## src/hw/cam_fb_capture_pkg.sv

```systemverilog
/*
 * Camera capture constants for the frame-buffer peripheral.
 * Describes the camera byte, the packed word, the bank organisation
 * and the write counter, plus the state type of the byte packer.
 * The counter splits as bank select on top and bank address below.
 */

package cam_fb_capture_pkg;

	// ----------------------------------------
	// Pixel stream and packed words
	// ----------------------------------------
	localparam int PIX_W          = 8;   // One camera byte
	localparam int WORD_W         = 32;  // Word stored in a bank
	localparam int BYTES_PER_WORD = 4;   // First byte lands in the MSBs

	// ----------------------------------------
	// Frame-buffer organisation
	// ----------------------------------------
	localparam int NUM_BANKS  = 4;
	localparam int BANK_DEPTH = 512;  // Words per bank
	localparam int BANK_ADR_W = 9;    // log2 of BANK_DEPTH
	localparam int BANK_SEL_W = 2;    // log2 of NUM_BANKS
	localparam int FB_CNT_W   = 11;   // Bank select plus bank address

	// Packer progress within the current word
	typedef enum logic [1:0] {
		PACK_EMPTY = 2'd0,  // Nothing held
		PACK_ONE   = 2'd1,  // One byte held
		PACK_TWO   = 2'd2,  // Two bytes held
		PACK_THREE = 2'd3   // Next byte completes the word
	} pack_state_t;

endpackage

```

## src/hw/fb_write_ctrl.sv

```systemverilog
/*
 * Frame-buffer write controller.
 * Keeps the 11-bit write counter that steps once per packed word and
 * wraps after 2048 words. The top two counter bits pick the bank and
 * the lower nine give the address inside it. Bank write enables are
 * one-hot and only active while the word pulse is high.
 */
`timescale 1ns/1ns

module fb_write_ctrl (
	input  logic                                       clk_i,
	input  logic                                       rst_i,
	input  logic                                       word_valid_i,  // From the packer
	output logic [cam_fb_capture_pkg::BANK_ADR_W-1:0]  wr_addr_o,
	output logic [cam_fb_capture_pkg::NUM_BANKS-1:0]   bank_we_o,
	output logic [cam_fb_capture_pkg::BANK_SEL_W-1:0]  cur_bank_o     // Bank being filled
);

	logic [cam_fb_capture_pkg::FB_CNT_W-1:0] fb_cnt_q;  // Next word slot

	// ----------------------------------------
	// Write counter
	// ----------------------------------------
	always_ff @(posedge clk_i or posedge rst_i) begin
		if (rst_i) begin
			fb_cnt_q <= '0;
		end else if (word_valid_i) begin
			fb_cnt_q <= fb_cnt_q + 1'b1;  // Rolls 2047 -> 0 by width
		end
	end

	// Split the counter into bank and in-bank address
	assign wr_addr_o  = fb_cnt_q[cam_fb_capture_pkg::BANK_ADR_W-1:0];
	assign cur_bank_o = fb_cnt_q[cam_fb_capture_pkg::FB_CNT_W-1 -: cam_fb_capture_pkg::BANK_SEL_W];

	// One-hot decode, gated by the word pulse
	always_comb begin
		bank_we_o             = '0;
		bank_we_o[cur_bank_o] = word_valid_i;
	end

endmodule

```

## config.mk

```make
export PLATFORM = sky130hd
export DESIGN_NAME = fb_write_ctrl
export DESIGN_NICKNAME = d
export VERILOG_FILES = /design/src/hw/cam_fb_capture_pkg.sv /design/src/hw/fb_write_ctrl.sv
export SDC_FILE = /design/constraint.sdc
export NUM_CORES = 1
export LEC_CHECK = 0
export ABC_AREA = 1
export BUFFER_PORTS_ARGS = -buffer_cell sky130_fd_sc_hd__buf_2
export CORE_AREA = 2 2 39 41
export DETAILED_ROUTE_END_ITERATION = 8
export DIE_AREA = 0 0 41 43
export PLACE_DENSITY = 0.68
export SETUP_SLACK_MARGIN = 0.4
export SLEW_MARGIN = 20
export SYNTH_ARGS = -nofsm -noshare
export SYNTH_HDL_FRONTEND = slang
export SYNTH_SLANG_ARGS = --single-unit
```

## constraint.sdc

```tcl
create_clock -name clk_i -period 1.4 [get_ports clk_i]
set_clock_uncertainty 0.05 [all_clocks]
set_input_delay 0 -clock clk_i [delete_from_list [all_inputs] [get_ports clk_i]]
set_output_delay 0 -clock clk_i [all_outputs]
set_load 0.02 [all_outputs]
```

==> flow_summary.toml <==
[cts]
clk_pin_slew_ns = 0.07
cts_tree = "built"
cts.path.max_buffers = 2
clock_latency_ns = 0.27
ctsRootBufferMaster = "clkbuf_4"
cts.htree.levels = 1
cts_made_buffers = 3
cts_sinks = 11

[floorplan]
row_count = 14
die-area_mm2 = 0.00176
die_h_um = 43
initial_core_util_pct = 40.9
ios = 18
die_w_um = 41
fp.coreArea_mm2 = 0.00138

[timing]
finalSetupViolations = 0
slew_headroom_pct = 71.9
maxSlewViolCount = 0
timing.setup.tns_ns = 0
fmax_ghz = 0.841
worst_slew_pin_slew_ns = 0.421
fin_ws_ns = 0.210
period_share_pct = 85.0
final.min_clock_period_ns = 1.19
hold_viol_final = 0
timing.hold.ws_ns = 0.0914
grt_setup_unrepaired = "true"

[placed_design]
place_ws_ns = 0.258
port-buffer-count = 17
gp_congestion = 0.677
hpwl_um = 875

[critical_path]
worstPathRequired_ns = 1.35
startpoint = "fb_cnt_q[10]$_DFFE_PP0P_"
crit_family = "flip-flops"
cp-end-kind = "primary output"
cp_cell_sequence = "inv_2, nor3_2, buf_4"
crit_type = "reg -> out"
cp_slowest_cell = "dfrtp_2"
cpPeakStageDelay_ns = 0.43
path_max_fanout = 5
crit_arrival_ns = 1.14
cp.buffers_inverters = 2
worstSetupStartpointType = "register"
r2r-start = "fb_cnt_q[1]$_DFFE_PP0P_"

[global_routing]
overflow = 0
grt_max_degree = 12
grt_antenna_before_repair = 0
grt_pass1_wl_um = 1990
grtUsageTotal_pct = 17.1
grt_pass1_vias = 487

[drt]
via_per_inst = 4.66
wl_per_cell_um = 12.0
num_vias = 522
drt-total-wl_um = 1350
first_pass_iters = 2
drt_iter0_drc = 6
drc = 0
ant_nets = 0

[cells_and_area]
drive_gt1_share_pct = 53.1
num_antenna_cells = 0
largest_reg_flops = 11
top_regs = "fb_cnt_q: 11 flops"
num-nets-final = 101
syn_to_final_growth_pct = 52.2
mostFrequentLayoutCells = "nand2_1, buf_4, buf_2"
top_register = "fb_cnt_q"
layout_commonest_cell = "nand2_1"

[outcome]
outcome = "complete, no violations"

[worst_hold_path]
min_path_type = "in -> reg"
hp-start = "word_valid_i"

[synthesis]
ys_seq_area_share_pct = 48.7
synthesis.area_um2 = 566
synth_fp_nets = 69
synth_seq_cells = 11
yosysWarnings = 0
netlist_instances = 65
avgSynthCellArea_um2 = 8.70
ys_types = 15

[flow_run]
maxCapViolCount = 0

[power_and_ir_drop]
p_per_area_mw_per_mm2 = 1570
cellLeakagePower_nw = 0.441
p_total_w = 0.00135
peakVddDrop_uv = 976
layout make-up:
class                           instances  area, µm²
Fill cell                             126        523
Multi-Input combinational cell         44        303
Sequential cell                        11        284
Timing Repair Buffer                   27        190
Inverter                               10       37.5
Clock buffer                            4       26.3
Tap cell                               16       20.0
per-stage QoR:
stage	cell area (µm²)	instances	util [%]
4_1_cts	821	110	59.3
2_1_floorplan	609	65	-
5_1_grt	861	112	62.2
3_3_place_gp	714	98	51.6
6_report	861	112	62.2
3_5_place_dp	714	98	51.6
worst min-delay path, cell delays in order:
cell and delay [ns]:
buf_2 0.13, nand2_4 0.08, buf_4 0.11, xnor2_2 0.05
worst paths after layout:
check                                            to  slack [ns]  cells after the start
max                                    bank_we_o[3]        0.21                      3
min                         fb_cnt_q[2]$_DFFE_PP0P_        0.09                      4
max reg2reg                fb_cnt_q[10]$_DFFE_PP0P_        0.29                      6
min reg2reg                 fb_cnt_q[5]$_DFFE_PP0P_        0.45                      1
max in group asynchronous   fb_cnt_q[0]$_DFFE_PP0P_        0.77                      3
min in group asynchronous   fb_cnt_q[1]$_DFFE_PP0P_        0.21                      3
report_power, final:
part / switching, W / internal, W
combinational: 0.000320 / 0.000283
clock: 0.000109 / 0.000110
sequential: 0.000111 / 0.000420
total: 0.000540 / 0.000814
routing by layer:
| metal | wire, µm | track usage, % |
|---|---|---|
| met5 | 0 | 0 |
| met3 | 47 | 5.24 |
| met4 | 44 | 6.67 |
| met1 | 540 | 18.5 |
| met2 | 716 | 29.1 |
kinds of logic after synthesis:
kind of cell	Yosys count	share of synthesized area, %
adders and majority gates	1	2.21
AOI/OAI and AO/OA	1	0.884
xor gates and xnor gates	7	10.8
buffers and inverters	10	6.64
and+or+nand+nor	35	30.8
DFF	11	48.7
timing repair:
item | CTS | global route
gates resized for setup | 8 | 8
hold buffers | 2 | 0
setup buffers | 6 | 2
endpoints found under the setup margin | 12 | 16
pin swaps | 3 | 2
endpoints found under the hold margin | 13 | 0
cell usage after synthesis:
library cell,count,area share [%]
dfrtp_1,11,49
ha_1,1,2.2
inv_1,10,6.6
nand2_1,19,13
nand2_2,2,2.2
nand2_4,1,2.0
nand3_1,2,1.8
nand4_1,2,2.2
nor2_1,2,1.3
nor2_2,1,1.1
nor2_4,2,4.0
nor3_1,4,3.5
o21ai_1,1,0.88
xnor2_1,4,6.2
xor2_1,3,4.6
(Power assumes the default switching activity.)
