File: config.mk
export PLATFORM = sky130hd
export DESIGN_NAME = cam_byte_packer
export DESIGN_NICKNAME = d
export VERILOG_FILES = /design/src/hw/cam_fb_capture_pkg.sv /design/src/hw/cam_byte_packer.sv
export SDC_FILE = /design/constraint.sdc
export NUM_CORES = 1
export LEC_CHECK = 0
export BUFFER_PORTS_ARGS = -buffer_cell sky130_fd_sc_hd__buf_2
export CAP_MARGIN = 30
export CELL_PAD_IN_SITES_DETAIL_PLACEMENT = 1
export CELL_PAD_IN_SITES_GLOBAL_PLACEMENT = 2
export CORE_ASPECT_RATIO = 2
export CORE_MARGIN = 2
export CORE_UTILIZATION = 41
export CTS_BUF_LIST = sky130_fd_sc_hd__clkbuf_4
export CTS_CLUSTER_SIZE = 25
export DETAILED_ROUTE_END_ITERATION = 6
export PLACE_DENSITY = 0.8
export SYNTH_ARGS = -nofsm -noshare
export SYNTH_HDL_FRONTEND = slang
export SYNTH_SLANG_ARGS = --single-unit
File: constraint.sdc
create_clock -name clk_i -period 2.6 [get_ports clk_i]
set_clock_uncertainty 0.15 [all_clocks]
set_input_delay 0.52 -clock clk_i [delete_from_list [all_inputs] [get_ports clk_i]]
set_output_delay 0.52 -clock clk_i [all_outputs]
set_load 0.05 [all_outputs]
File: src/hw/cam_fb_capture_pkg.sv
/*
 * Camera capture constants for the frame-buffer peripheral.
 * Describes the camera byte, the packed word, the bank organisation
 * and the write counter, plus the state type of the byte packer.
 * The counter splits as bank select on top and bank address below.
 */

package cam_fb_capture_pkg;

	// ----------------------------------------
	// Pixel stream and packed words
	// ----------------------------------------
	localparam int PIX_W          = 8;   // One camera byte
	localparam int WORD_W         = 32;  // Word stored in a bank
	localparam int BYTES_PER_WORD = 4;   // First byte lands in the MSBs

	// ----------------------------------------
	// Frame-buffer organisation
	// ----------------------------------------
	localparam int NUM_BANKS  = 4;
	localparam int BANK_DEPTH = 512;  // Words per bank
	localparam int BANK_ADR_W = 9;    // log2 of BANK_DEPTH
	localparam int BANK_SEL_W = 2;    // log2 of NUM_BANKS
	localparam int FB_CNT_W   = 11;   // Bank select plus bank address

	// Packer progress within the current word
	typedef enum logic [1:0] {
		PACK_EMPTY = 2'd0,  // Nothing held
		PACK_ONE   = 2'd1,  // One byte held
		PACK_TWO   = 2'd2,  // Two bytes held
		PACK_THREE = 2'd3   // Next byte completes the word
	} pack_state_t;

endpackage

File: src/hw/cam_byte_packer.sv
/*
 * Camera byte packer.
 * Collects qualified camera bytes into 32-bit words, first byte in
 * the most significant position. The completed word is registered on
 * the edge that takes the fourth byte and word_valid_o is high for
 * the following cycle. Progress holds while pix_valid_i is low.
 */
`timescale 1ns/1ns

module cam_byte_packer (
	input  logic                                   clk_i,
	input  logic                                   rst_i,
	input  logic                                   pix_valid_i,   // HREF and VSYNC both high
	input  logic [cam_fb_capture_pkg::PIX_W-1:0]   pix_i,
	output logic [cam_fb_capture_pkg::WORD_W-1:0]  word_o,
	output logic                                   word_valid_o   // One-cycle pulse
);

	cam_fb_capture_pkg::pack_state_t state_q;  // Bytes held so far

	// Holds up to three bytes, oldest in the top slot
	logic [(cam_fb_capture_pkg::BYTES_PER_WORD-1)*cam_fb_capture_pkg::PIX_W-1:0] hold_q;

	// ----------------------------------------
	// Packing FSM
	// ----------------------------------------
	always_ff @(posedge clk_i or posedge rst_i) begin
		if (rst_i) begin
			state_q      <= cam_fb_capture_pkg::PACK_EMPTY;
			hold_q       <= '0;
			word_o       <= '0;
			word_valid_o <= 1'b0;
		end else begin
			word_valid_o <= 1'b0;  // Default, pulse only on completion
			if (pix_valid_i) begin
				case (state_q)
				cam_fb_capture_pkg::PACK_EMPTY: begin
					hold_q  <= {hold_q[15:0], pix_i};  // Stale bytes shift out later
					state_q <= cam_fb_capture_pkg::PACK_ONE;
				end
				cam_fb_capture_pkg::PACK_ONE: begin
					hold_q  <= {hold_q[15:0], pix_i};
					state_q <= cam_fb_capture_pkg::PACK_TWO;
				end
				cam_fb_capture_pkg::PACK_TWO: begin
					hold_q  <= {hold_q[15:0], pix_i};
					state_q <= cam_fb_capture_pkg::PACK_THREE;
				end
				default: begin
					// Fourth byte goes straight into the output word
					word_o       <= {hold_q, pix_i};
					word_valid_o <= 1'b1;
					state_q      <= cam_fb_capture_pkg::PACK_EMPTY;
				end
				endcase
			end
			// No valid byte: state and held bytes stay put across the gap
		end
	end

endmodule

==> results by group <==
Floorplan
  • Total I/O pin count: 44
  • Core footprint: 0.00542 sq mm
  • Die X-Extent: 57.1 um
  • Row cnt: 38
  • Die Y-Extent: 110 um
  • Die ar.: 0.00630 sq mm
  • Initial core utilization: 42.7%

Yosys
  • Synth cell types: 15
  • Multiplexer share of the synthesized area: 28.9%
  • Synth Area in Compound Gates: 0.486%
  • Main combinational cell family by area after synthesis: multiplexers
  • Synth Flop Type: dfrtp_1
  • Synth top area cells: dfrtp_1 (64%), mux2_2 (22%), mux2_4 (6.5%)
  • Xor/xnor share of the synthesized area: 0%
  • Synth top area share: 63.8%
  • Synthesis Warnings: 0
  • #FFs+latches synth: 59
  • Post-synthesis sequential area ratio: 63.8%
  • Top-count cell post-synth: dfrtp_1
  • EDFF count, synth: 0
  • Net Count, Synth: about 150
  • Post-Synth Simple-Gate Area: 1.46%
  • Fraction of the mapped netlist area in adder cells: 1.62%
  • Commonest cells in the netlist: dfrtp_1 (59), mux2_2 (46), mux2_4 (10)
  • Async set or reset register ratio after synthesis: 100%
  • Synthesized area: 0.00231 sq mm
  • Synth Instances: 135
  • Avg Inst Size Synth: between 15 and 20 sq um
  • Leading area contributor after synthesis: dfrtp_1

Placed design
  • Detailed-placement wirelength estimate: about 3100 um
  • GPL Wtd Cong: 0.677
  • Port buffer count: 43

Clocking
  • CTS clk-pin slew, worst paths: about 0.090 ns
  • Cts hold-fix bufs: 1
  • Root buf cell: clkbuf_4
  • CTS max path bufs: 2
  • CTS Sinks: 59
  • CTS resizes: 0
  • Clk_lat worst skew: 0.39 ns
  • CTS buffer count: 9
  • Post-CTS setup buffers: 0
  • CTS tree: built
  • Max H-tree Level: 3

STA
  • Unrepaired setup endpoints after global routing: no
  • Setup TNS: 0 ns
  • Max Clock Freq: 0.526 GHz
  • Slew headroom: 62.0%
  • Final period util: 73.2%
  • Setup violations, final: 0
  • Pin slew with the least headroom to its limit: around 0.57 ns
  • Final Slew Violations: 0
  • Post-layout min period: 1.90 ns
  • Final hold violations: 0

Cells and area
  • Layout area overhead: 15.5%
  • Share of layout cells above drive strength 1: 60.7%
  • Final #Nets: 200
  • N_diodes: 0

Setup path
  • CP max FO: 24
  • Crit Path Class: reg2reg
  • Crit path DAT: around 2.0 ns
  • Critical Path Source Type: flop
  • Crit path cell chain: ha_1 -> nand2_2 -> buf_4 -> mux2_2
  • Crit. End Element: flop
  • Critical-path top delay cell: dfrtp_1
  • WP data required: 2.72 ns
  • Critical Path Max Stage Delay: 0.41 ns
  • CP top delay family: flip-flops
  • CP bufs+invs: 1

Drt
  • Number of vias per cell: 5.05
  • Wl on met1: 1550 um
  • Final wirelength: 4240 um
  • Via count: 1267
  • DR iter-0 viols: 32
  • WL/cell: roughly 17 um
  • DR top layer: met4
  • Met3 wire length: 185 um
  • Detailed Routing Iterations Pass 1: 2
  • Final ANT Viol Nets: 0
  • Post-route DRC: 0
  • DR WL met2: 2370 um

Min path
  • Worst min path class: in2reg

Global routing
  • Pin count of the biggest net entering global routing: 37
  • Total track usage: 15.7%
  • Initial antenna violation count: 0
  • Global-route wire length before repair: ~7000 um
  • Vias in the first global route: 1457
  • Grt total ovfl: 0

Run status
  • Status: finished, final reports clean

Flow run
  • Number of max-cap violations: 0
## logic make-up after synthesis
| logic type | count (synthesis) |
|---|---|
| AO/OA/AOI/OAI | 2 |
| AND/OR/NAND/NOR | 5 |
| flip-flops | 59 |
| buffers and inverters | 10 |
| adder cells (fa/ha/maj) | 3 |
| multiplexers | 56 |
## routing by layer
| metal | up-vias | global-route usage, % |
|---|---|---|
| li1 | 574 | - |
| met1 | 643 | 15.7 |
| met2 | 38 | 27.5 |
| met3 | 12 | 4.78 |
| met4 | 0 | 10.6 |
| met5 | - | 0 |
## area by class of cell
cell class / count / area, sq um
Sequential cell: 59 / 1480
Timing Repair Buffer: 46 / 253
Fill cell: 571 / 2750
Multi-Input combinational cell: 66 / 751
Tap cell: 60 / 75.1
Clock buffer: 11 / 82.6
Clock inverter: 5 / 20.0
Inverter: 4 / 15.0
## through the flow
| step | setup slack [ns] | hold slack (ns) | area [sq um] | std cells | utilization (%) |
|---|---|---|---|---|---|
| floorplan | 0.474 | 0.325 | 2310 | 135 | - |
| global placement | 0.755 | 0.334 | 2560 | 234 | 47.2 |
| detailed placement | 0.685 | 0.339 | 2560 | 234 | 47.2 |
| CTS | 0.660 | 0.197 | 2670 | 251 | 49.3 |
| global route | 0.575 | 0.200 | 2670 | 251 | 49.3 |
| finish | 0.697 | 0.232 | 2670 | 251 | 49.3 |
## placed cells by master (no fill, tap or decap)
| cell | instances |
|---|---|
| o21ai_0 | 1 |
| mux2_4 | 10 |
| clkinv_1 | 4 |
| nand2b_1 | 1 |
| dlygate4sd3_1 | 1 |
| mux2_2 | 46 |
| o22ai_1 | 1 |
| nor2b_4 | 1 |
| clkinv_2 | 1 |
| inv_1 | 3 |
| nor2_1 | 1 |
| buf_2 | 43 |
| clkbuf_4 | 11 |
| dfrtp_1 | 59 |
| ha_1 | 3 |
| nand2_1 | 1 |
| buf_12 | 1 |
| buf_4 | 1 |
| nand2_2 | 1 |
| inv_2 | 1 |
## final timing paths
kind,start,to,slack (ns),cells past startpoint
worst max-delay path,state_q[1],word_o[10],0.70,4
worst min-delay path,pix_i[3],hold_q[3],0.23,2
worst max register to register,state_q[1],word_o[10],0.70,4
worst min register to register,word_o[20],word_o[20],0.36,1
max in group asynchronous,rst_i,word_o[25],1.17,4
min in group asynchronous,rst_i,state_q[1],0.56,3
## registers in the layout, indices dropped and copies added (netlist names)
register	cells
hold_q	24
state_q	2
word_o	32
word_valid_o	1
Power is not shown: default switching activity piles up to over one toggle a cycle in this logic, so the estimate is an artifact.
